==> src/rtl/vecPkg.sv <==
package vecPkg;

	// ------------------------------
	// Widths
	// ------------------------------
	typedef logic [31:0]        wordType;    // Wishbone data word
	typedef logic [4:0]         regAdrType;  // Word address
	typedef logic signed [15:0] compType;    // Vector or matrix component
	typedef logic signed [43:0] accType;     // MAC accumulator
	typedef logic [24:0]        instrType;   // Command word
	typedef logic [5:0]         opcodeType;

	// Instruction fields
	localparam int instrLmBit    = 10;  // Clamp IR low side to zero
	localparam int instrTransBit = 13;  // Add TR
	localparam int instrVecLsb   = 15;  // 2-bit vector select
	localparam int instrSfBit    = 19;  // 12-bit fraction shift

	localparam opcodeType opMvmva = 6'h12;
	localparam opcodeType opSqr   = 6'h28;

	// ------------------------------
	// Register map
	// ------------------------------
	// V0..V2 x,y,z sit below the matrix
	localparam regAdrType adrMatBase = 5'd9;   // R11..R33 row-major
	localparam regAdrType adrTrBase  = 5'd18;  // TRX..TRZ
	localparam regAdrType adrIrBase  = 5'd21;  // IR1..IR3
	localparam regAdrType adrMacBase = 5'd24;  // MAC1..MAC3
	localparam regAdrType adrFlag    = 5'd27;  // Saturation bits
	localparam regAdrType adrCmd     = 5'd28;  // Start on write, busy on read

	// ------------------------------
	// Microcode
	// ------------------------------
	localparam logic modeMat = 1'b0;  // Matrix times vector
	localparam logic modeSqr = 1'b1;  // IR times IR

	typedef struct packed {
		logic       accClear;  // First column of a row
		logic       mode;
		logic [1:0] row;
		logic [1:0] col;
		logic       addTrans;  // Preload TR on this step
		logic       endRow;    // Write-back follows
		logic       last;
	} microStepType;

	typedef enum logic {
		seqIdle,
		seqRun
	} seqStateType;

endpackage

==> src/rtl/vecRegFile.sv <==
module vecRegFile import vecPkg::*; (
	input  logic      i_clk,
	input  logic      i_arstN,
	// Host port
	input  logic      i_wbCyc,
	input  logic      i_wbStb,
	input  logic      i_wbWe,
	input  regAdrType i_wbAdr,
	input  wordType   i_wbDat,
	output wordType   o_wbDat,
	output logic      o_wbAck,
	// Sequencer side
	input  logic      i_busy,
	output logic      o_start,
	output instrType  o_instr,
	// Datapath side
	input  logic [1:0] i_rowSel,
	input  logic [1:0] i_colSel,
	input  logic [1:0] i_vecSel,
	input  logic       i_wbStrobe,
	input  logic [1:0] i_wbRow,
	input  wordType    i_macIn,
	input  compType    i_irIn,
	input  logic       i_satIn,
	output compType    o_matElem,
	output compType    o_vecElem,
	output compType    o_irElem,
	output wordType    o_trElem
);

	compType  vecQ [0:8];   // V0..V2
	compType  matQ [0:8];
	wordType  trQ  [0:2];
	compType  irQ  [0:2];
	compType  irSnapQ [0:2];  // IR as seen at instruction start
	wordType  macQ [0:2];
	logic [2:0] flagQ;
	instrType instrQ;
	wordType  rdDataQ;
	wordType  rdData;
	logic     ackQ, startQ;

	logic isVec, isMat, isTr, isIr, isMac, isFlag, isCmd;
	logic [3:0] vecOff, matOff;
	logic [1:0] trOff, irOff, macOff;
	logic accept, hostWr, cmdWr;
	logic [3:0] matIdx, vecIdx;

	// ------------------------------
	// Address decode
	// ------------------------------
	assign isVec  = (i_wbAdr < adrMatBase);
	assign isMat  = (i_wbAdr >= adrMatBase) && (i_wbAdr < adrTrBase);
	assign isTr   = (i_wbAdr >= adrTrBase) && (i_wbAdr < adrIrBase);
	assign isIr   = (i_wbAdr >= adrIrBase) && (i_wbAdr < adrMacBase);
	assign isMac  = (i_wbAdr >= adrMacBase) && (i_wbAdr < adrFlag);
	assign isFlag = (i_wbAdr == adrFlag);
	assign isCmd  = (i_wbAdr == adrCmd);

	assign vecOff = 4'(i_wbAdr);
	assign matOff = 4'(i_wbAdr - adrMatBase);
	assign trOff  = 2'(i_wbAdr - adrTrBase);
	assign irOff  = 2'(i_wbAdr - adrIrBase);
	assign macOff = 2'(i_wbAdr - adrMacBase);

	// Busy holds off everything but the CMD poll
	assign accept = i_wbCyc && i_wbStb && !ackQ && (!i_busy || (!i_wbWe && isCmd));
	assign hostWr = accept && i_wbWe;
	assign cmdWr  = hostWr && isCmd;

	always_comb begin
		rdData = '0;  // Unmapped reads as zero
		if (isVec)       rdData = wordType'(vecQ[vecOff]);  // Sign-extended
		else if (isMat)  rdData = wordType'(matQ[matOff]);
		else if (isTr)   rdData = trQ[trOff];
		else if (isIr)   rdData = wordType'(irQ[irOff]);
		else if (isMac)  rdData = macQ[macOff];
		else if (isFlag) rdData = {29'd0, flagQ};
		else if (isCmd)  rdData = {31'd0, i_busy};
	end

	// ------------------------------
	// Control state
	// ------------------------------
	always_ff @(posedge i_clk or negedge i_arstN) begin
		if (!i_arstN) begin
			ackQ   <= 1'b0;
			startQ <= 1'b0;
			flagQ  <= '0;
		end else begin
			ackQ   <= accept;  // Single-cycle ack
			startQ <= cmdWr;   // Start pulse in the ack cycle
			if (startQ)
				flagQ <= '0;
			else if (i_wbStrobe)
				flagQ[i_wbRow] <= i_satIn;
		end
	end

	// Operand and result storage
	always_ff @(posedge i_clk) begin
		if (accept && !i_wbWe)
			rdDataQ <= rdData;
		if (hostWr) begin
			if (isVec) vecQ[vecOff] <= i_wbDat[15:0];
			if (isMat) matQ[matOff] <= i_wbDat[15:0];
			if (isTr)  trQ[trOff]   <= i_wbDat;
			if (isIr)  irQ[irOff]   <= i_wbDat[15:0];
			if (isMac) macQ[macOff] <= i_wbDat;
			if (isCmd) instrQ       <= i_wbDat[24:0];
		end
		if (i_wbStrobe) begin  // Datapath wins, host is held off anyway
			macQ[i_wbRow] <= i_macIn;
			irQ[i_wbRow]  <= i_irIn;
		end
		if (startQ)
			irSnapQ <= irQ;  // Rows written back early must not feed later rows
	end

	// ------------------------------
	// Operand select
	// ------------------------------
	assign matIdx = {2'b00, i_rowSel} * 4'd3 + {2'b00, i_colSel};
	assign vecIdx = {2'b00, i_vecSel} * 4'd3 + {2'b00, i_colSel};

	assign o_matElem = matQ[matIdx];
	assign o_vecElem = (i_vecSel == 2'd3) ? irSnapQ[i_colSel] : vecQ[vecIdx];  // 3 selects IR
	assign o_irElem  = irSnapQ[i_rowSel];
	assign o_trElem  = trQ[i_rowSel];

	assign o_wbDat = rdDataQ;
	assign o_wbAck = ackQ;
	assign o_start = startQ;
	assign o_instr = instrQ;

	// Ack only answers a request seen on the previous edge
	ackNeedsReq: assert property (@(posedge i_clk) disable iff (!i_arstN)
		o_wbAck |-> $past(i_wbCyc && i_wbStb));

endmodule

==> src/rtl/vecSequencer.sv <==
module vecSequencer import vecPkg::*; (
	input  logic         i_clk,
	input  logic         i_arstN,
	input  logic         i_start,
	input  opcodeType    i_opcode,
	output logic         o_busy,
	output microStepType o_step
);

	localparam int romDepth = 13;

	// ROM layout
	localparam logic [4:0] romMvmva = 5'd0;   // 9 steps
	localparam logic [4:0] romSqr   = 5'd9;   // 3 steps
	localparam logic [4:0] romNop   = 5'd12;  // 1 step

	seqStateType  stateQ;
	logic [4:0]   pcQ;
	logic         drainQ;  // Waiting on the final write-back
	logic [4:0]   startAdr;
	microStepType romStep;

	// One MVMVA step, column 0 opens the row and column 2 closes it
	function automatic microStepType mvStep(input logic [1:0] row, input logic [1:0] col,
		input logic last);
		microStepType s;
		s          = '0;
		s.mode     = modeMat;
		s.row      = row;
		s.col      = col;
		s.accClear = (col == 2'd0);
		s.addTrans = (col == 2'd0);
		s.endRow   = (col == 2'd2);
		s.last     = last;
		return s;
	endfunction

	// One SQR step per component
	function automatic microStepType sqStep(input logic [1:0] row, input logic last);
		microStepType s;
		s          = '0;
		s.mode     = modeSqr;
		s.row      = row;
		s.accClear = 1'b1;
		s.endRow   = 1'b1;
		s.last     = last;
		return s;
	endfunction

	// ------------------------------
	// Start decode and ROM
	// ------------------------------
	always_comb begin
		case (i_opcode)
			opMvmva: startAdr = romMvmva;
			opSqr:   startAdr = romSqr;
			default: startAdr = romNop;  // Unknown opcode
		endcase
	end

	always_comb begin
		romStep = '0;
		case (pcQ)
			5'd0:  romStep = mvStep(2'd0, 2'd0, 1'b0);
			5'd1:  romStep = mvStep(2'd0, 2'd1, 1'b0);
			5'd2:  romStep = mvStep(2'd0, 2'd2, 1'b0);
			5'd3:  romStep = mvStep(2'd1, 2'd0, 1'b0);
			5'd4:  romStep = mvStep(2'd1, 2'd1, 1'b0);
			5'd5:  romStep = mvStep(2'd1, 2'd2, 1'b0);
			5'd6:  romStep = mvStep(2'd2, 2'd0, 1'b0);
			5'd7:  romStep = mvStep(2'd2, 2'd1, 1'b0);
			5'd8:  romStep = mvStep(2'd2, 2'd2, 1'b1);
			5'd9:  romStep = sqStep(2'd0, 1'b0);
			5'd10: romStep = sqStep(2'd1, 1'b0);
			5'd11: romStep = sqStep(2'd2, 1'b1);
			5'd12: romStep.last = 1'b1;  // NOP does nothing else
			default: romStep = '0;
		endcase
	end

	// ------------------------------
	// PC and busy
	// ------------------------------
	always_ff @(posedge i_clk or negedge i_arstN) begin
		if (!i_arstN) begin
			stateQ <= seqIdle;
			pcQ    <= '0;
			drainQ <= 1'b0;
		end else begin
			case (stateQ)
				seqIdle: if (i_start) begin
					stateQ <= seqRun;
					pcQ    <= startAdr;
					drainQ <= 1'b0;
				end
				seqRun: begin
					if (drainQ) begin
						stateQ <= seqIdle;  // Write-back done
						drainQ <= 1'b0;
					end else if (romStep.last) begin
						if (romStep.endRow)
							drainQ <= 1'b1;     // One more cycle for the last row
						else
							stateQ <= seqIdle;  // NOP, nothing to write
					end else begin
						pcQ <= pcQ + 5'd1;
					end
				end
				default: stateQ <= seqIdle;
			endcase
		end
	end

	assign o_busy = (stateQ == seqRun);
	assign o_step = (o_busy && !drainQ) ? romStep : '0;  // Idle steps are all zero

	pcInRom: assert property (@(posedge i_clk) disable iff (!i_arstN)
		o_busy |-> (pcQ < 5'(romDepth)));

	// Busy only drops after the program has issued its last step
	busyEndsOnLast: assert property (@(posedge i_clk) disable iff (!i_arstN)
		$fell(o_busy) |-> ($past(o_step.last) || $past(drainQ)));

endmodule

==> src/rtl/vecDatapath.sv <==
module vecDatapath import vecPkg::*; #(
	parameter int fracBits = 12
) (
	input  logic         i_clk,
	input  logic         i_arstN,
	input  microStepType i_step,
	input  compType      i_matElem,
	input  compType      i_vecElem,
	input  compType      i_irElem,
	input  wordType      i_trElem,
	input  logic         i_sf,
	input  logic         i_lm,
	input  logic         i_transEn,
	output logic         o_wbStrobe,
	output logic [1:0]   o_wbRow,
	output wordType      o_macOut,
	output compType      o_irOut,
	output logic         o_satOut
);

	compType mulA, mulB;
	logic signed [31:0] product;
	accType  preload, accBase, accNext, accQ;
	accType  shifted, irLo;
	compType irVal;
	logic    sat;
	logic    strobeQ;
	logic [1:0] rowQ;
	wordType macQ;
	compType irQ;
	logic    satQ;

	// ------------------------------
	// Multiply-accumulate
	// ------------------------------
	always_comb begin
		if (i_step.mode == modeSqr) begin
			mulA = i_irElem;
			mulB = i_irElem;
		end else begin
			mulA = i_matElem;
			mulB = i_vecElem;
		end
	end

	assign product = mulA * mulB;  // Single 16x16 multiplier

	// TR enters at the fraction position so sf lines it up again
	assign preload = (i_step.addTrans && i_transEn) ?
		(accType'(signed'(i_trElem)) <<< fracBits) : '0;

	assign accBase = i_step.accClear ? preload : accQ;
	assign accNext = accBase + accType'(product);

	// Each row opens with accClear so idle cycles leave no trace
	always_ff @(posedge i_clk) begin
		accQ <= accNext;
	end

	// ------------------------------
	// Shift and saturate
	// ------------------------------
	assign shifted = i_sf ? (accNext >>> fracBits) : accNext;
	assign irLo    = i_lm ? '0 : accType'(-32768);  // lm clamps to zero

	always_comb begin
		sat   = 1'b0;
		irVal = shifted[15:0];
		if (shifted > accType'(32767)) begin
			irVal = 16'sd32767;
			sat   = 1'b1;
		end else if (shifted < irLo) begin
			irVal = irLo[15:0];
			sat   = 1'b1;
		end
	end

	// Write-back one cycle after endRow
	always_ff @(posedge i_clk or negedge i_arstN) begin
		if (!i_arstN) begin
			strobeQ <= 1'b0;
			rowQ    <= '0;
		end else begin
			strobeQ <= i_step.endRow;
			if (i_step.endRow)
				rowQ <= i_step.row;
		end
	end

	always_ff @(posedge i_clk) begin
		if (i_step.endRow) begin
			macQ <= shifted[31:0];  // MAC keeps low word
			irQ  <= irVal;
			satQ <= sat;
		end
	end

	assign o_wbStrobe = strobeQ;
	assign o_wbRow    = rowQ;
	assign o_macOut   = macQ;
	assign o_irOut    = irQ;
	assign o_satOut   = satQ;

	// ROM never addresses a fourth row
	rowInRange: assert property (@(posedge i_clk) disable iff (!i_arstN)
		o_wbStrobe |-> (o_wbRow != 2'd3));

endmodule

==> src/rtl/vecEngine.sv <==
module vecEngine import vecPkg::*; #(
	parameter int fracBits = 12  // Fraction width for sf
) (
	input  logic      i_clk,
	input  logic      i_arstN,
	input  logic      i_wbCyc,
	input  logic      i_wbStb,
	input  logic      i_wbWe,
	input  regAdrType i_wbAdr,
	input  wordType   i_wbDat,
	output wordType   o_wbDat,
	output logic      o_wbAck
);

	// ------------------------------
	// Interconnect
	// ------------------------------
	logic         start;
	instrType     instr;
	logic         busy;
	microStepType step;
	compType      matElem, vecElem, irElem;
	wordType      trElem;
	logic         wbStrobe;
	logic [1:0]   wbRow;
	wordType      macData;
	compType      irData;
	logic         satBit;

	// Host registers and operand buffer
	vecRegFile u_regFile (
		.i_clk      (i_clk),
		.i_arstN    (i_arstN),
		.i_wbCyc    (i_wbCyc),
		.i_wbStb    (i_wbStb),
		.i_wbWe     (i_wbWe),
		.i_wbAdr    (i_wbAdr),
		.i_wbDat    (i_wbDat),
		.o_wbDat    (o_wbDat),
		.o_wbAck    (o_wbAck),
		.i_busy     (busy),
		.o_start    (start),
		.o_instr    (instr),
		.i_rowSel   (step.row),
		.i_colSel   (step.col),
		.i_vecSel   (instr[instrVecLsb +: 2]),
		.i_wbStrobe (wbStrobe),
		.i_wbRow    (wbRow),
		.i_macIn    (macData),
		.i_irIn     (irData),
		.i_satIn    (satBit),
		.o_matElem  (matElem),
		.o_vecElem  (vecElem),
		.o_irElem   (irElem),
		.o_trElem   (trElem)
	);

	// Microcode control
	vecSequencer u_sequencer (
		.i_clk    (i_clk),
		.i_arstN  (i_arstN),
		.i_start  (start),
		.i_opcode (instr[5:0]),
		.o_busy   (busy),
		.o_step   (step)
	);

	vecDatapath #(
		.fracBits (fracBits)
	) u_datapath (
		.i_clk      (i_clk),
		.i_arstN    (i_arstN),
		.i_step     (step),
		.i_matElem  (matElem),
		.i_vecElem  (vecElem),
		.i_irElem   (irElem),
		.i_trElem   (trElem),
		.i_sf       (instr[instrSfBit]),
		.i_lm       (instr[instrLmBit]),
		.i_transEn  (instr[instrTransBit]),
		.o_wbStrobe (wbStrobe),
		.o_wbRow    (wbRow),
		.o_macOut   (macData),
		.o_irOut    (irData),
		.o_satOut   (satBit)
	);

endmodule

==> config.mk <==
export PLATFORM = sky130hd
export DESIGN_NAME = vecEngine
export DESIGN_NICKNAME = d
export VERILOG_FILES = /design/src/rtl/vecPkg.sv /design/src/rtl/vecRegFile.sv /design/src/rtl/vecSequencer.sv /design/src/rtl/vecDatapath.sv /design/src/rtl/vecEngine.sv
export SDC_FILE = /design/constraint.sdc
export NUM_CORES = 2
export LEC_CHECK = 0
export BUFFER_PORTS_ARGS = -buffer_cell sky130_fd_sc_hd__buf_2
export CORE_MARGIN = 4
export CORE_UTILIZATION = 25
export CTS_BUF_LIST = sky130_fd_sc_hd__clkbuf_16
export DETAILED_ROUTE_END_ITERATION = 12
export GPL_TIMING_DRIVEN = 0
export MAX_ROUTING_LAYER = met4
export PLACE_DENSITY = 0.52
export SETUP_SLACK_MARGIN = 0.5
export SLEW_MARGIN = 20
export SYNTH_ARGS = -nofsm -noshare
export SYNTH_HDL_FRONTEND = slang
export SYNTH_HIERARCHICAL = 1
export SYNTH_SLANG_ARGS = --single-unit
export TNS_END_PERCENT = 10
==> constraint.sdc <==
create_clock -name i_clk -period 12.4 [get_ports i_clk]
set_input_delay 0.62 -clock i_clk [delete_from_list [all_inputs] [get_ports i_clk]]
set_output_delay 0.62 -clock i_clk [all_outputs]
set_load 0.02 [all_outputs]
==> run summary <==
TritonCTS clock tree: yes
Clock root cell: clkbuf_16
CP Data Arrival Time: 13140 ps
Final WS setup: -400 ps
Synthesized Nets: 4664
Worst Clk Skew: 36.0 ps
Core Area: 0.192 mm2
Routed wl met2: 77700 um
Clk slew on worst S/H paths: 60 ps
Non-filler cells in the finished layout: 7045
Chip Width: 448 um
Critical path type: flip-flop to flip-flop
Initial drt markers: 4035
Startpoint Class: flip-flop
RSZ-0062 raised after global routing: yes
Max-cap violations: 0
Via count: 34.6k
Slew HR: 28.6%
Fin crit share: 103%
Synth Area per Inst: 11.8 um2
Wire length on met3: 11900 um
Syn Std Cell Area: 0.0483 mm2
F_max: 78.1 MHz
Setup violations, final: 17
Global-route usage over all layers: 17.2%
Worst-Margin Slew: 1060 ps
Warnings, synthesis: 6
Crit path max-delay cell type: fa_2
CP Max Fanout: 8
DIE AREA: 0.200 mm2
Type of the worst min-delay path: input pin to flip-flop
Final nets: 5005
DR pass1 iterations: 6
Pin count of the biggest net entering global routing: 54
Gpl congestion: 0.951
Share of cells above drive strength 1: 24.2%
Final Max Tran Viols: 0
Routed Antenna Nets: 0
Worst-Skew Late Latency: 640 ps
Multi-input gate area: 0.0261 mm2
Cell row count: 161
Cells after Synth: 4107
Status: complete, but fails checks
Final-layout fill cell count: 19.5k
Failing checks: setup timing
# IOs: 75
HPWL Detailed: 128000 um
Drt via density: 4.92
Htree depth: 3
CP required: 12740 ps
DR WL/cell: 24.2 um
Port Buffers: 72
Wl on met1: 75600 um
Total congestion overflow: 0
CP Capture Type: flip-flop
CTS Sinks: 727
FF/Latch Area: 0.0208 mm2
Overall routed net length: 171000 um
Min Tclk post-route: 12800 ps
Remaining DRCs: 0
Placed cell count: 6730
Longest Clk Path Bufs: 3
Initial Util: 25.1%
CTS buffer count: 78
CP peak stage delay: 610 ps
Area Growth Syn to Fin: 20.8%
DIE HEIGHT: 448 um
First-pass GRT wire length: 246000 um
TNS Setup: -5910 ps
Number of global-route vias before repair: 34.4k
Final Hold Vio Count: 0
Top sig layer: met4
Hold_ws: 235 ps
Initial antenna violation count: 16
## final timing paths
kind	to	cells after the start	from	slack [ps]
hold reg to reg	u_regFile/irSnapQ[45]$_DFFE_PP_	0	u_regFile/irQ[45]$_DFF_P_	460
setup reg to reg	u_datapath/o_irOut[1]$_SDFFCE_PN1P_	64	u_sequencer/pcQ[1]$_DFFE_PN0P_	-400
min in group asynchronous	u_regFile/o_wbAck$_DFF_PN0_	2	i_arstN	610
setup / recovery	u_datapath/o_irOut[1]$_SDFFCE_PN1P_	64	u_sequencer/pcQ[1]$_DFFE_PN0P_	-400
max in group asynchronous	u_regFile/o_start$_DFF_PN0_	2	i_arstN	11390
hold / removal	u_regFile/trQ[2][28]$_DFFE_PP_	1	i_wbDat[28]	240
## cell type report
cell class	instances	area share, %
clock inverter	60	0.891
antenna	11	0.0471
timing repair buffer	260	3.77
tap	2526	5.41
buffer	225	2.66
sequential	727	35.7
multi-input combinational	2641	44.8
clock buffer	80	3.43
inverter	515	3.34
## placed cells by master, fill, tap and decap left out, types with 30 or more instances in the layout
cell type,n
nand3_1,34
mux2_2,114
nand2_1,386
buf_6,31
buf_2,111
o21ai_4,40
edfxtp_1,620
mux4_2,128
o21ai_0,168
mux2i_1,235
dfxtp_1,92
a21oi_1,142
buf_4,169
clkbuf_1,89
inv_1,492
fa_1,324
inv_2,35
ha_1,141
o211ai_1,34
clkbuf_16,87
o21a_1,31
nor2_1,261
xnor2_1,30
## per-stage QoR
stage	utilization, %	setup WS [ps]	area, um2
6_report	30.4	-400	58400
3_5_place_dp	27.4	-3230	52700
3_3_place_gp	27.1	-3190	52100
2_1_floorplan	-	501	48600
5_1_grt	30.4	-767	58400
4_1_cts	30.1	-230	57900
## repair_timing
item,in CTS,in global routing
pin swaps,120,69
buffers inserted,123,33
endpoints found under the hold margin,15,0
resized for setup,438,56
cloned,6,0
endpoints found under the setup margin,72,17
hold buffers,1,0
## per-layer routing
metal	global-route usage (%)	vias to the layer above
met5	-	-
met4	5.01	0
met3	2.70	232
met2	26.3	1383
met1	23.6	17944
li1	-	15082
## critical path, delay by kind of cell, from the launching register on
family | cells | cell delay [ps]
multiplexers | 3 | 840
AO/OA/AOI/OAI | 14 | 2180
buffers and inverters | 22 | 2450
AND/OR/NAND/NOR | 12 | 1370
flip-flops | 1 | 440
adder cells (fa/ha/maj) | 12 | 5010
XOR/XNOR | 1 | 230
## registers in the layout, indices dropped and copies added, names as in the netlist, 2 cells and up
signal / count
u_regFile/flagQ: 3
u_regFile/irQ: 48
u_regFile/trQ: 96
u_datapath/o_macOut: 32
u_regFile/irSnapQ: 48
u_regFile/o_wbDat: 32
u_regFile/o_instr: 11
u_regFile/macQ: 96
u_datapath/o_irOut: 16
u_regFile/vecQ: 144
u_sequencer/pcQ: 5
u_datapath/accQ: 44
u_regFile/matQ: 144
u_datapath/o_wbRow: 2
Power is not shown: default switching activity piles up to over one toggle a cycle in this logic, so the estimate is an artifact.
